<file path="config.mk">
export PLATFORM = sky130hd
export DESIGN_NAME = fetch_stage
export DESIGN_NICKNAME = d
export VERILOG_FILES = /design/src/fetch_pkg.sv /design/src/fetch_stage.sv
export SDC_FILE = /design/constraint.sdc
export NUM_CORES = 1
export LEC_CHECK = 0
export ABC_CLOCK_PERIOD_IN_PS = 8400
export BUFFER_PORTS_ARGS = -buffer_cell sky130_fd_sc_hd__buf_2
export CORE_UTILIZATION = 55
export CTS_CLUSTER_DIAMETER = 150
export CTS_CLUSTER_SIZE = 25
export DETAILED_ROUTE_END_ITERATION = 8
export PLACE_DENSITY = 0.95
export SYNTH_ARGS = -nofsm -noshare
export SYNTH_HDL_FRONTEND = slang
export SYNTH_SLANG_ARGS = --single-unit
</file>
<file path="constraint.sdc">
create_clock -name clk -period 8.4 [get_ports clk]
set_input_delay 1.68 -clock clk [delete_from_list [all_inputs] [get_ports clk]]
set_output_delay 1.68 -clock clk [all_outputs]
set_load 0.005 [all_outputs]
</file>
<file path="src/fetch_pkg.sv">
package fetch_pkg;

    // basic widths
    typedef logic [31:0] word_t;        // instruction or data word
    typedef logic [7:0]  byte_t;        // one byte from the serial link
    typedef logic [31:0] pc_t;          // byte address of the fetch

    // loader word address, msb picks the target memory
    typedef logic [15:0] load_addr_t;

    localparam int LOAD_SEL_BIT = 15;   // 0 = instruction mem, 1 = data mem

    // one memory write from the loader
    typedef struct packed {
        logic       en;                 // write strobe
        load_addr_t addr;               // word address, low bits used
        word_t      data;               // assembled word
    } mem_wr_t;

    // redirect request from the later stages
    typedef struct packed {
        logic  branch_en;               // pc relative branch
        word_t branch_offset;           // offset in words
        logic  jump_en;                 // absolute jump
        pc_t   jump_target;             // byte address
    } redirect_t;

    // what fetch hands to the decode register
    typedef struct packed {
        pc_t   pc;                      // address of instruction
        pc_t   pc_plus4;                // sequential successor
        word_t instruction;             // rom word at pc
        logic  no_op;                   // bubble, decode ignores it
    } fetch_out_t;

endpackage

</file>
<file path="src/fetch_stage.sv">
`timescale 1ns/1ps

module fetch_stage
    import fetch_pkg::*;
#(
    parameter int ROM_DEPTH = 10        // log2 of rom words
) (
    input  logic                 clk,
    input  logic                 rst_n,
    input  redirect_t            redirect,      // from later stages
    input  logic                 stall,         // pipeline hold
    input  logic                 load_busy,     // loader hazard
    input  logic                 pc_restart,    // load finished
    output logic                 rom_en,
    output logic [ROM_DEPTH-1:0] rom_addr,
    input  word_t                rom_data,      // word at pc, same cycle
    output fetch_out_t           fetch
);

    pc_t  pc_q;
    pc_t  pc_plus4_q;
    pc_t  seq_pc;                       // pc picked from redirect
    pc_t  next_pc;                      // pc after restart override
    logic no_op_q;
    logic hold;
    logic restart;

    assign hold = stall | load_busy;

    // reset primes the rom with word 0 just like a load restart
    assign restart = pc_restart | !rst_n;

    // next pc select, both enables together fall back to sequential
    always_comb begin
        case ({redirect.branch_en, redirect.jump_en})
            2'b10:   seq_pc = pc_plus4_q + (redirect.branch_offset << 2);  // offset in words
            2'b01:   seq_pc = redirect.jump_target;
            default: seq_pc = pc_plus4_q;
        endcase
    end

    assign next_pc = restart ? '0 : seq_pc;

    // rom is fed the next pc, so its registered output matches pc_q
    assign rom_en   = restart | !hold;          // off while frozen
    assign rom_addr = next_pc[ROM_DEPTH+1:2];   // byte to word address

    always_ff @(posedge clk) begin
        if (!rst_n) begin
            pc_q       <= '0;
            pc_plus4_q <= 32'd4;
            no_op_q    <= 1'b0;
        end else if (pc_restart) begin
            pc_q       <= '0;                   // start of new program
            pc_plus4_q <= 32'd4;
            no_op_q    <= 1'b0;
        end else if (!hold) begin
            pc_q       <= next_pc;
            pc_plus4_q <= next_pc + 32'd4;
            no_op_q    <= 1'b0;                 // clears on first free cycle
        end else begin
            no_op_q    <= 1'b1;                 // frozen, mark bubble
        end
    end

    assign fetch.pc          = pc_q;
    assign fetch.pc_plus4    = pc_plus4_q;
    assign fetch.instruction = rom_data;        // held by the rom on hold
    assign fetch.no_op       = no_op_q;

endmodule

</file>
==> run metrics <==
Die W=104 µm; critical path fanouts, max=6; Setup CP Type=primary input to output pin; post-DP HPWL=13600 µm; Post-synth EDFFs=0; Buffers on Ports=144; sum of negative setup slack=0 ps; DR pass1 iterations=5; P&R area growth vs syn=10.5%; CORE AREA=10200 µm²; row count=37; WP data arrival=4210 ps; DRC violations left=0; status=finished, final reports clean; Post-Syn Area=5780 µm²; Clk pin slew, worst setup/hold paths=70 ps; Longest Clk Path Bufs=2; # IOs=211; largest net degree at the start of global routing=66; # hold bufs at CTS=0; switching portion of total power=30.4%; WL final=17900 µm; Slew Viols, Final=0; Filler cells=916; die area=10900 µm²; cts repair resizes=0; period utilisation layout=70.1%; hold slack=447 ps; unrepaired setup endpoints after global routing=no; internal power=531 µW; gr busiest metal=met2; Achievable Freq=170 MHz; vias per inst=6.37; Clock Skew=13.4 ps; Syn Nets=916; final setup violation count=0; initial antenna violation count=2; Power Density=120 nW/µm²; post-synthesis xor/xnor area fraction=2.58%; depth of the most critical reg-to-reg path=13; clk sinks=63; Post-Synthesis Cells=780; Worst EP required=6720 ps; Routed WL per cell=18.0 µm; first-pass GRT wire length=28300 µm; IR drop worst, VDD=0.111 mV; Hold Path Stages=2; Post-CTS Setup Inserts=0; Seq pwr share=40.4%; CTS root buffer=clkbuf_8; Synth Flop Type=dfxtp_1; Clock Latency Late Sink=340 ps; H-tree depth=3; CTS tree=done; met3 GRT Util=6.64%; clock group share of total power=37.4%; Worst-Margin Slew=913 ps; sequential fraction of the synthesis area=21.8%; unique cell type count in the Yosys netlist=87; Antenna Nets Post-Route=0; main combinational cell family by area after synthesis=compound AO/OA/AOI/OAI gates; Net Switching=232 µW; max_cap viols=0; Leak=2.74 nW; Post-DP Area=6170 µm²; HP Class=flip-flop to flip-flop; crit start category=primary input; grt ovf=0; Nets=989; Post-Synth Adder-Cell Area=7.28%; TritonCTS Buffers=9; Synth Area in Simple Gates=25.9%; Starting Density=56.5%; Initial DRC Count=673; met2 usage=47.4%; Ys Warns=0; relative slew slack=39.2%; Critical Path Sink Type=output pin; number of global-route vias before repair=5768; met1 usage in global routing=43.4%; ys async rst share=0%; Final Critical Period=5890 ps; Non-Filler Cell Area, Final=6380 µm²; Final Hold Fails=0; #FFs+latches synth=63; compound-gate portion of the synthesized area=29.8%; die height=104 µm; layout cells sized above 1=23.2%; combinational group share of total power=22.2%; routability cong.=0.949; mux cell area share after synthesis=1.47%; Mean Syn Cell Area=7.41 µm²; routed via count=6344; gr usage total=31.9%
flip-flops by register name, summed over array words and instances (netlist names):
| name | flops |
|---|---|
| pc_plus4_q | 30 |
| pc_q | 32 |
| no_op_q | 1 |
final timing paths:
| kind | slack [ps] | to | from |
|---|---|---|---|
| max reg2reg | 4190 | pc_plus4_q[30] | pc_plus4_q[2] |
| max | 2510 | rom_addr[8] | redirect[33] |
| min | 450 | pc_q[26] | pc_q[26] |
| min reg2reg | 450 | pc_q[26] | pc_q[26] |
power groups by stage:
stage | Combinational [mW] | Sequential, mW | Clock (mW)
floorplan | 0.128 | 0.314 | 0
global placement | 0.160 | 0.315 | 0
detailed placement | 0.164 | 0.315 | 0
CTS | 0.165 | 0.308 | 0.287
global route | 0.185 | 0.309 | 0.303
finish | 0.169 | 0.309 | 0.286
synthesized netlist by cell type (4+ instances only):
master | number | area (µm²)
a211oi_1 | 18 | 135
a21o_1 | 12 | 90.1
a21oi_1 | 67 | 335
a221oi_1 | 6 | 52.6
a22o_1 | 7 | 61.3
a22oi_1 | 9 | 67.6
a31oi_1 | 14 | 87.6
and2_1 | 8 | 50.1
and3_1 | 6 | 37.5
and3b_1 | 4 | 35.0
buf_1 | 5 | 18.8
buf_2 | 6 | 30.0
buf_4 | 45 | 338
buf_6 | 5 | 56.3
clkbuf_1 | 25 | 93.8
dfxtp_1 | 63 | 1260
ha_1 | 32 | 400
inv_1 | 20 | 75.1
mux2_2 | 4 | 45.0
mux2i_1 | 4 | 40.0
nand2_1 | 90 | 338
nand2b_1 | 7 | 43.8
nand3_1 | 23 | 115
nand4_1 | 11 | 68.8
nor2_1 | 70 | 263
nor2b_1 | 8 | 50.1
nor3_1 | 24 | 120
nor4_1 | 5 | 31.3
o211ai_1 | 10 | 75.1
o21a_1 | 11 | 82.6
o21ai_0 | 45 | 225
o31ai_1 | 4 | 30.0
or3_1 | 8 | 50.1
or4_1 | 6 | 45.0
xnor2_1 | 9 | 78.8
xor2_1 | 8 | 70.1
layer usage:
metal  wire length (µm)  up-vias
li1                   -     2981
met2               7680      419
met4                745        0
met1               7440     2880
met3               2060       64
met5                  0        -
metrics by stage:
step	power [mW]	cells	utilization [%]	setup WS, ps
after floorplan	0.442	780	-	2870
after global placement	0.475	978	60.3	2580
after detailed placement	0.479	978	60.3	2530
after CTS	0.760	994	62.4	2530
after global routing	0.797	996	62.4	2360
final	0.763	996	62.4	2510
cell families (layout without fill, tap and decap cells):
family / Yosys count / count (layout)
DFF: 63 / 63
buffers and inverters: 110 / 188
AOI/OAI and AO/OA: 252 / 252
adders and majority gates: 33 / 33
xor gates and xnor gates: 17 / 17
muxes: 8 / 8
and+or+nand+nor: 297 / 297
other: 0 / 2
cells in the final DEF, fill, tap and decap left out, drive strengths merged, types with 10 or more instances in the layout:
| master | n |
|---|---|
| dfxtp | 63 |
| a21o | 13 |
| ha | 32 |
| nor3 | 24 |
| nand2 | 90 |
| o211ai | 10 |
| o21ai | 48 |
| o21a | 11 |
| a31oi | 14 |
| buf | 152 |
| nand3 | 23 |
| clkbuf | 10 |
| nand4 | 11 |
| nor2 | 70 |
| a21oi | 70 |
| a211oi | 19 |
| inv | 20 |
layout make-up:
class / instances / area (µm²) / area share [%]
Clock buffer: 10 / 128 / 2.00
Multi-Input combinational cell: 607 / 3880 / 60.8
Tap cell: 136 / 170 / 2.67
Sequential cell: 63 / 1260 / 19.8
Timing Repair Buffer: 152 / 781 / 12.2
Clock inverter: 6 / 85.1 / 1.33
Antenna cell: 2 / 5.00 / 0.0784
Inverter: 20 / 75.1 / 1.18
critical path: stages:
cell	delay, ps
buf_2	80
ha_1	150
inv_1	60
fa_1	410
and2b_4	280
o2111ai_2	210
a21oi_1	250
nor3_1	70
o31a_1	310
or3_1	420
inv_1	150
buf_2	150
(Power assumes the default switching activity.)
