--- src/fetch_pkg.sv ---
package fetch_pkg;

    // basic widths
    typedef logic [31:0] word_t;        // instruction or data word
    typedef logic [7:0]  byte_t;        // one byte from the serial link
    typedef logic [31:0] pc_t;          // byte address of the fetch

    // loader word address, msb picks the target memory
    typedef logic [15:0] load_addr_t;

    localparam int LOAD_SEL_BIT = 15;   // 0 = instruction mem, 1 = data mem

    // one memory write from the loader
    typedef struct packed {
        logic       en;                 // write strobe
        load_addr_t addr;               // word address, low bits used
        word_t      data;               // assembled word
    } mem_wr_t;

    // redirect request from the later stages
    typedef struct packed {
        logic  branch_en;               // pc relative branch
        word_t branch_offset;           // offset in words
        logic  jump_en;                 // absolute jump
        pc_t   jump_target;             // byte address
    } redirect_t;

    // what fetch hands to the decode register
    typedef struct packed {
        pc_t   pc;                      // address of instruction
        pc_t   pc_plus4;                // sequential successor
        word_t instruction;             // rom word at pc
        logic  no_op;                   // bubble, decode ignores it
    } fetch_out_t;

endpackage

--- src/prog_loader.sv ---
`timescale 1ns/1ps

module prog_loader
    import fetch_pkg::*;
#(
    parameter int ROM_DEPTH = 10        // log2 of words per memory
) (
    input  logic    clk,
    input  logic    rst_n,
    input  logic    byte_valid,         // one byte per strobe
    input  byte_t   byte_data,
    input  logic    load_start,         // clears state and opens a load
    input  logic    load_end,           // closes the load
    output mem_wr_t imem_wr,
    output mem_wr_t dmem_wr,
    output logic    load_busy,          // hazard for fetch
    output logic    pc_restart          // one cycle pulse as busy falls
);

    typedef enum logic {
        idle,
        loading
    } load_state_t;

    load_state_t state;
    logic [1:0]  byte_cnt;              // bytes in the current word
    word_t       shift_q;               // partial word filled lsb first
    load_addr_t  word_addr;             // next word address
    logic        imem_en;
    logic        dmem_en;
    load_addr_t  wr_addr;               // payload of the pending write
    word_t       wr_data;
    logic        restart_q;
    logic        byte_take;
    logic        word_done;
    logic        in_range;
    word_t       word_next;

    // a fresh load_start wins over anything else in that cycle
    assign byte_take = (state == loading) && byte_valid && !load_start;
    assign word_done = byte_take && (byte_cnt == 2'd3);     // fourth byte
    assign word_next = {byte_data, shift_q[31:8]};          // new byte enters at top

    // words past the memory size are dropped instead of aliasing onto low words
    assign in_range = ((word_addr[LOAD_SEL_BIT-1:0] >> ROM_DEPTH) == '0);

    always_ff @(posedge clk) begin
        if (!rst_n) begin
            state     <= idle;
            byte_cnt  <= '0;
            word_addr <= '0;
            imem_en   <= 1'b0;
            dmem_en   <= 1'b0;
            restart_q <= 1'b0;
        end else begin
            imem_en   <= word_done && in_range && !word_addr[LOAD_SEL_BIT];  // lower half
            dmem_en   <= word_done && in_range && word_addr[LOAD_SEL_BIT];   // upper half
            restart_q <= (state == loading) && load_end && !load_start;
            if (load_start) begin
                state     <= loading;
                byte_cnt  <= '0;        // realign to a word boundary
                word_addr <= '0;
            end else if (state == loading) begin
                if (byte_valid) begin
                    byte_cnt <= byte_cnt + 2'd1;    // wraps after four
                end
                if (word_done) begin
                    word_addr <= word_addr + 16'd1;
                end
                if (load_end) begin
                    state <= idle;
                end
            end
        end
    end

    // word assembly and write payload
    always_ff @(posedge clk) begin
        if (byte_take) begin
            shift_q <= word_next;
        end
        if (word_done) begin
            wr_addr <= word_addr;       // address before the increment
            wr_data <= word_next;
        end
    end

    assign imem_wr.en   = imem_en;
    assign imem_wr.addr = wr_addr;
    assign imem_wr.data = wr_data;

    assign dmem_wr.en   = dmem_en;
    assign dmem_wr.addr = wr_addr;
    assign dmem_wr.data = wr_data;

    assign load_busy  = (state == loading);     // high from cycle after start
    assign pc_restart = restart_q;              // lines up with busy falling

endmodule

--- config.mk ---
export PLATFORM = sky130hd
export DESIGN_NAME = prog_loader
export DESIGN_NICKNAME = d
export VERILOG_FILES = /design/src/fetch_pkg.sv /design/src/prog_loader.sv
export SDC_FILE = /design/constraint.sdc
export NUM_CORES = 1
export LEC_CHECK = 0
export ABC_CLOCK_PERIOD_IN_PS = 8000
export BUFFER_PORTS_ARGS = -buffer_cell sky130_fd_sc_hd__buf_2
export CORE_UTILIZATION = 40
export DETAILED_ROUTE_END_ITERATION = 8
export MAX_ROUTING_LAYER = met4
export PLACE_DENSITY = 0.65
export SLEW_MARGIN = 20
export SYNTH_ARGS = -nofsm -noshare
export SYNTH_HDL_FRONTEND = slang
export SYNTH_SLANG_ARGS = --single-unit
--- constraint.sdc ---
create_clock -name clk -period 8 [get_ports clk]
set_clock_uncertainty 0.15 [all_clocks]
set_input_delay 0.8 -clock clk [delete_from_list [all_inputs] [get_ports clk]]
set_output_delay 0.8 -clock clk [all_outputs]
set_load 0.05 [all_outputs]
==> impl_metrics.toml, run 1 <==
[outcome]
run_status = "finished, final reports clean"

[cells_and_area]
n_antenna_cell = 0
mostFrequentLayoutCells = "112 x buf_2, 72 x edfxtp_1, 22 x dfxtp_1"
area_growth_pct = 14.4
final-instance-count-excl-fill = 410
final_layout_size_suffix_gt1_share_pct = 44.6
fin_area_um2 = 3980
layout_commonest_cell = "buf_2"
layout.nets = 315

[worst_setup_path]
worst-path-max-fanout = 56
r2r_slack_ns = 5.45
r2r_cells = 6
path_cells = "buf_2 > nand4b_2 > clkinv_2 > nand3_1 > or4_1 > a21oi_1"
worstSetupPathType = "in2reg"
path_buf_inv = 2
slowest_stage = "clkinv_2"
start_kind = "input port"
critPathCaptureType = "register"
reg2reg_from = "byte_cnt[0]$_SDFFE_PP0P_"
timing.rr.end = "word_addr[14]$_SDFFE_PP0P_"
cp_data_required_time_ns = 8.13
critical_path_arrival_ns = 2.81
slowest_delay_ns = 0.66
crit_family = "simple AND/OR/NAND/NOR gates"

[clock_tree]
clkSlewWorstSetupHoldPaths_ns = 0.09
ctsResizeCount = 0
post-cts-setup-buffer-count = 0
cts_root_buf = "clkbuf_8"
htreeDepth = 3
clk_latency_ns = 0.36
cts_buffers = 9
cts_sinks = 94
cts_tree = "built"
cts_hold_buf = 0
clock_path_buffers = 2

[worst_hold_path]
hold_path.class = "reg2reg"
min_to = "wr_data[0]$_DFFE_PN_"
hold_start = "shift_q[8]$_DFFE_PP_"
whs_path_depth = 0

[placement]
dpl_cell_area_um2 = 3790
placedCellCount = 394
port_buffers = 112
place_ws_ns = 4.69
place_congestion = 0.660
detailedPlacementHpwl_um = 3460

[global_route]
grt_antenna_before_repair = 0
grt_pass1_vias = 1646
gr-usage-met2_pct = 17.8
track_usage_pct = 12.3
gr-usage-met1_pct = 15.1
gr-total-overflow = 0
grt_util_met3_pct = 2.87
top_usage_layer = "met2"
grt_max_degree = 57
grt_first_pass_wirelength_um = 7860

[logic_synthesis]
synth_fp_nets = 244
postSynthCellCount = 229
yosysUniqueCellTypes = 33
netlist_area_um2 = 3480
ys_warn_count = 0
synth_top_cells_by_area = "edfxtp_1 62%, dfxtp_1 13%, buf_4 11%, a21oi_1 1.4%, xor2_1 1.3%"
synth_top_area_share_pct = 62.1
ys_seq_elements = 94
syn_area_per_cell_um2 = 15.2
synth_top_area_cell = "edfxtp_1"
ys_seq_area_share_pct = 74.8

[floorplanning]
die_h_um = 95.3
die_w_um = 95.3
start_util_pct = 41.9
num_rows = 33
num_io_pins = 113
dieArea_um2 = 9080
core_um2 = 8300

[sta]
slew_violations = 0
timing.slew.headroom_pct = 37.7
setup_viol_count_final = 0
timing.setup.tns_ns = 0
rsz0062_at_grt = "false"
max_freq_ghz = 0.373
period_needed_ns = 2.68
worst_pin_slew_ns = 0.935
hold_violations = 0
period_share_pct = 33.5
setup_ws_ns = 5.32

[power_and_ir_drop]
p_seq_share_pct = 63.0
power_frac_clock_pct = 35.7
p_comb_share_pct = 1.3
vdd_drop_max_v = 0.0000717
internal-power_mw = 0.647
p_sw_mw = 0.186
p_leak_nw = 1.44
switching_share_pct = 22.3
power.density_nw_per_um2 = 209

[detailed_routing]
via_per_inst = 4.60
drt_iter0_markers = 83
vias = 1885
finalWirelength_um = 5230
dr.pass1.iters = 4
ant_nets = 0
detail_route.wl_per_cell_um = 12.8
drc = 0

[flow_run]
maxCapViolations = 0
==> worst register-to-register path, stage by stage, from the launching register on <==
cell,delay [ns]
dfxtp_1,0.35
ha_1,0.17
nand4b_2,0.18
clkinv_2,0.66
nand3_1,0.34
or4_1,0.47
a21oi_1,0.14
==> power by group through the flow <==
stage               Combinational (mW)  Clock (mW)  Sequential (mW)
floorplan                      0.00371           0            0.537
global placement                0.0108           0            0.536
detailed placement              0.0111           0            0.536
CTS                             0.0111       0.306            0.525
global route                    0.0121       0.326            0.525
finish                          0.0109       0.297            0.525
==> per-layer routing <==
metal  share of wire (%)  vias up
li1                    -      913
met1                  45      879
met2                  46       82
met3                 6.2       11
met4                 2.8        0
met5                   0        -
==> how the worst max path moves through the flow <==
stage / slack [ns] / startpoint / end / depth (start not counted)
6_report: 5.32 / load_start / word_addr[14]$_SDFFE_PP0P_ / 6
5_1_grt: 5.11 / load_start / word_addr[14]$_SDFFE_PP0P_ / 6
4_1_cts: 5.05 / load_start / word_addr[14]$_SDFFE_PP0P_ / 6
3_5_place_dp: 4.69 / load_start / word_addr[14]$_SDFFE_PP0P_ / 6
3_3_place_gp: 4.74 / load_start / word_addr[14]$_SDFFE_PP0P_ / 6
2_1_floorplan: 4.95 / load_start / word_addr[14]$_SDFFE_PP0P_ / 5
==> sequential cells by signal, summed over array words and instances, names as in the netlist <==
name,cells
byte_cnt,2
load_busy,1
pc_restart,1
word_addr,16
imem_en,1
wr_addr,16
dmem_en,1
shift_q,24
wr_data,32
==> metrics by stage <==
| stage | utilization, % | power, mW | hold WS [ns] |
|---|---|---|---|
| floorplan | - | 0.541 | 0.250 |
| global placement | 45.7 | 0.547 | 0.251 |
| detailed placement | 45.7 | 0.547 | 0.256 |
| CTS | 48.0 | 0.842 | 0.279 |
| global route | 48.0 | 0.864 | 0.285 |
| finish | 48.0 | 0.833 | 0.279 |
==> cells in the mapped netlist, drive strengths merged <==
cell,instances
dfxtp,22
nor2,11
nand4,4
and3,1
o21a,1
or4,3
edfxtp,72
inv,4
xor2,5
clkbuf,1
o31ai,2
and4,2
o21ai,6
ha,2
nand2b,1
nor2b,2
nand4b,2
and2,1
nand3,4
xnor2,3
nor3,1
a21oi,10
buf,52
nor4,1
clkinv,1
or3,6
nand2,9
==> cells by family after synthesis <==
kind of cell               share of synthesized area (%)
AOI/OAI and AO/OA                                   2.95
xor gates and xnor gates                            2.01
adders and majority gates                          0.719
buffers and inverters                               11.7
DFF                                                 74.8
and+or+nand+nor                                     7.84
==> cell type report <==
class	count	area [um2]
clock buffer	9	124
timing repair buffer	113	568
tap	105	131
sequential	94	2600
fill	763	4320
multi-input combinational	77	473
clock inverter	7	62.6
inverter	5	20.0
No activity file was read; power rests on OpenSTA's default activity.
==> run 2: changes to the inputs <==
--- a/config.mk
+++ b/config.mk
@@ -5,7 +5,7 @@
 export SDC_FILE = /design/constraint.sdc
 export NUM_CORES = 1
 export LEC_CHECK = 0
-export ABC_CLOCK_PERIOD_IN_PS = 8000
+export ABC_CLOCK_PERIOD_IN_PS = 2700
 export BUFFER_PORTS_ARGS = -buffer_cell sky130_fd_sc_hd__buf_2
 export CORE_UTILIZATION = 40
 export DETAILED_ROUTE_END_ITERATION = 8
==> constraint.sdc (replaced) <==
create_clock -name clk -period 2.7 [get_ports clk]
set_clock_uncertainty 0.15 [all_clocks]
set_input_delay 0.27 -clock clk [delete_from_list [all_inputs] [get_ports clk]]
set_output_delay 0.27 -clock clk [all_outputs]
set_load 0.05 [all_outputs]
==> run 2 against run 1 <==
  * Die area is the same
  * Utilization up 0.87 points
  * Register-to-register slack worse by 5.0 ns
  * Final area up 1.8%
  * Worst setup slack worse by 4.9 ns
  * Largest cell class unchanged
  * Critical path type is now reg2reg
  * Flip-flop and latch count unchanged
  * Hold slack got worse by 0.26 ns
  * Non-clock buffer count is 10 higher
==> impl_metrics.toml, run 2 (same netlist as run 1, synthesis figures left out) <==
[outcome]
run_status = "finished, final reports clean"

[sta]
slew_violations = 0
hold_violations = 0
worst_pin_slew_ns = 0.697
max_freq_ghz = 0.445
setup_viol_count_final = 0
rsz0062_at_grt = "false"
timing.setup.tns_ns = 0
period_share_pct = 83.1
timing.slew.headroom_pct = 53.5
setup_ws_ns = 0.455
period_needed_ns = 2.24
holdWs_ns = 0.0223

[clock_tree]
cts_sinks = 94
post-cts-setup-buffer-count = 0
cts_buffers = 9
clk_latency_ns = 0.34
cts_tree = "built"
cts_hold_buf = 8
ctsResizeCount = 0
clock_path_buffers = 2
clkSlewWorstSetupHoldPaths_ns = 0.09
cts_root_buf = "clkbuf_8"
htreeDepth = 3

[flow_run]
maxCapViolations = 0

[cells_and_area]
nFillCells = 780
regMostFlops = "wr_data"
largest_reg_flops = 32
layout_commonest_cell = "buf_2"
reg_top3 = "wr_data: 32 flops, shift_q: 24 flops"
final-instance-count-excl-fill = 419
area_growth_pct = 16.5
n_antenna_cell = 0
mostFrequentLayoutCells = "112 x buf_2, 72 x edfxtp_1, 22 x dfxtp_1"
layout.nets = 325
post-route-util_pct = 48.8
final_layout_size_suffix_gt1_share_pct = 43.3

[detailed_routing]
detail_route.wl_per_cell_um = 13.0
via_per_inst = 4.55
drc = 0
drt_iter0_markers = 42
vias = 1905
finalWirelength_um = 5430
dr.pass1.iters = 4
ant_nets = 0

[global_route]
track_usage_pct = 12.5
grt_first_pass_wirelength_um = 8070
gr-total-overflow = 0
grt_pass1_vias = 1721
grt_max_degree = 25
grt_antenna_before_repair = 0

[worst_setup_path]
critical_path_arrival_ns = 2.36
crit_path_frequent_cell = "or4_1"
slowest_stage = "or4_1"
timing.rr.end = "word_addr[15]$_SDFFE_PP0P_"
worst-path-max-fanout = 10
critPathLaunch = "byte_cnt[0]$_SDFFE_PP0P_"
reg2reg_from = "byte_cnt[0]$_SDFFE_PP0P_"
critPathCaptureType = "register"
r2r_slack_ns = 0.46
cp_data_required_time_ns = 2.82
slowest_delay_ns = 0.59
start_kind = "register"
worstSetupPathType = "reg2reg"
path_cells = "ha_1 > nand4b_2 > or4_1 > or4_1 > a21oi_1"
r2r_cells = 5

[power_and_ir_drop]
power.density_nw_per_um2 = 589
p_leak_nw = 1.47
vdd_drop_max_v = 0.000207

[worst_hold_path]
min_to = "pc_restart$_SDFF_PN0_"
whs_path_depth = 2
hold_path.class = "in2reg"
hold_start = "load_end"

[floorplanning]
num_rows = 33
core_um2 = 8300
num_io_pins = 113
dieArea_um2 = 9080
start_util_pct = 41.9
die_w_um = 95.3
die_h_um = 95.3

[placement]
port_buffers = 112
place_congestion = 0.767
placedCellCount = 396
place_ws_ns = 0.444
detailedPlacementHpwl_um = 3700
==> run 2: how the worst max path moves through the flow <==
stage | to | slack [ns] | cells after the start
floorplan | word_addr[14]$_SDFFE_PP0P_ | 0.20 | 5
global placement | word_addr[15]$_SDFFE_PP0P_ | 0.55 | 5
detailed placement | word_addr[15]$_SDFFE_PP0P_ | 0.44 | 5
CTS | word_addr[15]$_SDFFE_PP0P_ | 0.43 | 5
global route | word_addr[15]$_SDFFE_PP0P_ | 0.29 | 5
finish | word_addr[15]$_SDFFE_PP0P_ | 0.46 | 5
==> run 2: per-layer routing <==
layer,share of wire [%],routed length [um],vias to the layer above,global-route usage (%)
met5,0,0,-,-
met4,1.3,72,0,6.44
met3,5.2,281,7,3.11
met2,52,2810,62,20.9
met1,42,2270,906,13.7
li1,-,-,930,-
==> run 2: area by class of cell <==
class / instances / area, um2 / area share, %
sequential: 94 / 2600 / 64.2
clock inverter: 6 / 40.0 / 0.988
timing repair buffer: 123 / 663 / 16.4
multi-input combinational: 77 / 473 / 11.7
tap: 105 / 131 / 3.24
inverter: 5 / 20.0 / 0.494
clock buffer: 9 / 124 / 3.06
==> run 2: critical path: cells and delay by family, from the launching register on <==
family                   cells  cell delay, ns
AO/OA/AOI/OAI                1            0.16
adder cells (fa/ha/maj)      1            0.17
flip-flops                   1            0.35
AND/OR/NAND/NOR              3            1.33
==> run 2: per-stage QoR <==
| stage | power, mW | instance area, um2 |
|---|---|---|
| final | 2.39 | 4050 |
| after global routing | 2.47 | 4050 |
| after CTS | 2.42 | 4050 |
| after detailed placement | 1.62 | 3810 |
| after global placement | 1.62 | 3810 |
| after floorplan | 1.60 | 3480 |
==> run 2: where the power goes <==
group	leakage, nW	total, mW	internal, mW	switching (mW)
clock network	0.0747	0.792	0.326	0.466
logic	0.589	0.0410	0.0183	0.0226
registers	0.806	1.56	1.55	0.00395
==> run 3: changes to the inputs <==
--- a/config.mk
+++ b/config.mk
@@ -5,7 +5,7 @@
 export SDC_FILE = /design/constraint.sdc
 export NUM_CORES = 1
 export LEC_CHECK = 0
-export ABC_CLOCK_PERIOD_IN_PS = 2700
+export ABC_CLOCK_PERIOD_IN_PS = 2260
 export BUFFER_PORTS_ARGS = -buffer_cell sky130_fd_sc_hd__buf_2
 export CORE_UTILIZATION = 40
 export DETAILED_ROUTE_END_ITERATION = 8
==> constraint.sdc (replaced) <==
create_clock -name clk -period 2.26 [get_ports clk]
set_clock_uncertainty 0.15 [all_clocks]
set_input_delay 0.226 -clock clk [delete_from_list [all_inputs] [get_ports clk]]
set_output_delay 0.226 -clock clk [all_outputs]
set_load 0.05 [all_outputs]
==> run 3 against run 2 <==
  * Critical path depth unchanged
  * Highest routed layer unchanged
  * Worst setup slack lost 0.26 ns
  * Sequential power grew 19%
  * Critical path type unchanged
  * Global-route usage is 0.79 points higher
  * Combinational power up 32%
  * Utilization grew 1.1 points
  * Via count grew 1.2%
  * Hold slack worse by 0.0056 ns
  * Die area is the same
==> impl_metrics.toml, run 3 (same netlist as run 1, synthesis figures left out) <==
[cells_and_area]
regMostFlops = "wr_data"
reg_top3 = "wr_data: 32 flops, shift_q: 24 flops"
layout_commonest_cell = "buf_2"
largest_reg_flops = 32
nFillCells = 750
final_layout_size_suffix_gt1_share_pct = 44.2
mostFrequentLayoutCells = "112 x buf_2, 72 x edfxtp_1, 21 x dfxtp_1"
layout.nets = 329
n_antenna_cell = 0
area_growth_pct = 19.2

[clock_tree]
cts_root_buf = "clkbuf_8"
cts_tree = "built"
cts_sinks = 94
cts_buffers = 9
clkSlewWorstSetupHoldPaths_ns = 0.08
clk_latency_ns = 0.35
clock_path_buffers = 2
htreeDepth = 3

[detailed_routing]
drc = 0
ant_nets = 0
drt_iter0_markers = 56
finalWirelength_um = 5530
via_per_inst = 4.54
detail_route.wl_per_cell_um = 13.0
dr.pass1.iters = 4
vias = 1927

[worst_setup_path]
start_kind = "register"
reg2reg_from = "byte_cnt[0]$_SDFFE_PP0P_"
cp_data_required_time_ns = 2.38
worstSetupPathType = "reg2reg"
critPathCaptureType = "register"
critPathLaunch = "byte_cnt[0]$_SDFFE_PP0P_"
worst-path-max-fanout = 10
critical_path_arrival_ns = 2.18

[worst_hold_path]
hold_path.class = "in2reg"
hold_start = "byte_valid"

[global_route]
grt_pass1_vias = 1730
grt_max_degree = 56
gr-total-overflow = 0
grt_first_pass_wirelength_um = 8550
grt_antenna_before_repair = 0
track_usage_pct = 13.3

[sta]
worst_pin_slew_ns = 0.708
hold_violations = 0
timing.slew.headroom_pct = 52.8
period_needed_ns = 2.07
max_freq_ghz = 0.484
slew_violations = 0
timing.setup.tns_ns = 0
setup_viol_count_final = 0
rsz0062_at_grt = "false"
period_share_pct = 91.4
setup_ws_ns = 0.195

[floorplanning]
dieArea_um2 = 9080
start_util_pct = 41.9
die_h_um = 95.3
core_um2 = 8300
num_io_pins = 113
die_w_um = 95.3
num_rows = 33

[power_and_ir_drop]
vdd_drop_max_v = 0.000370
p_leak_nw = 1.52
power.density_nw_per_um2 = 721

[placement]
place_congestion = 0.764
detailedPlacementHpwl_um = 3610
port_buffers = 112
place_ws_ns = 0.0913

[flow_run]
maxCapViolations = 0

[outcome]
run_status = "finished, final reports clean"
-- run 3: report_power, final --
| group | total (mW) | internal, mW | switching, mW |
|---|---|---|---|
| sequential | 1.86 | 1.85 | 0.00505 |
| combinational | 0.0541 | 0.0256 | 0.0285 |
| clock | 1.08 | 0.515 | 0.564 |
| total | 2.99 | 2.39 | 0.598 |
-- run 3: worst max-delay path, stage by stage (launching register included) --
cell	delay [ns]
dfxtp_1	0.36
ha_1	0.18
nand4b_2	0.13
or4_4	0.48
or4_1	0.53
a21oi_1	0.15
-- run 3: layout make-up --
type                    instances  area (um2)  share of cell area (%)
flip-flops and latches         94        2600                    62.8
repair buffers                127         713                    17.2
multi-input cells              77         477                    11.5
well taps                     105         131                    3.17
clock buffers                   9         124                    2.99
clock inverters                 7        73.8                    1.78
inverters                       5        23.8                   0.573
-- run 3: what timing repair did --
action	CTS	global route
endpoints found under the hold margin	18	0
setup endpoints to repair	0	1
buffers inserted	0	0
hold buffers	11	0
resized for setup	0	1
-- run 3: per-stage QoR --
step                instance area (um2)  power [mW]  hold WS, ns  std cells  util [%]
floorplan                          3490        1.92        0.175        229         -
global placement                   3830        1.94        0.251        397      46.2
detailed placement                 3830        1.94        0.257        397      46.2
CTS                                4140        3.03      0.00709        424      49.9
global route                       4150        3.11       0.0200        424      50.0
finish                             4150        2.99       0.0167        424      50.0
-- run 3: per-layer routing --
layer | vias up | GRT usage [%] | wire length (um)
met3 | 6 | 4.07 | 342
met1 | 904 | 15.5 | 2310
li1 | 940 | - | -
met2 | 77 | 21.4 | 2810
met5 | - | - | 0
met4 | 0 | 5.30 | 61
-- run 3: final timing paths --
path	endpoint	slack [ns]	cells past startpoint
worst max-delay path	word_addr[15]$_SDFFE_PP0P_	0.19	5
worst min register to register	wr_data[3]$_DFFE_PN_	0.28	0
worst max register to register	word_addr[15]$_SDFFE_PP0P_	0.19	5
worst min-delay path	byte_cnt[1]$_SDFFE_PP0P_	0.02	3
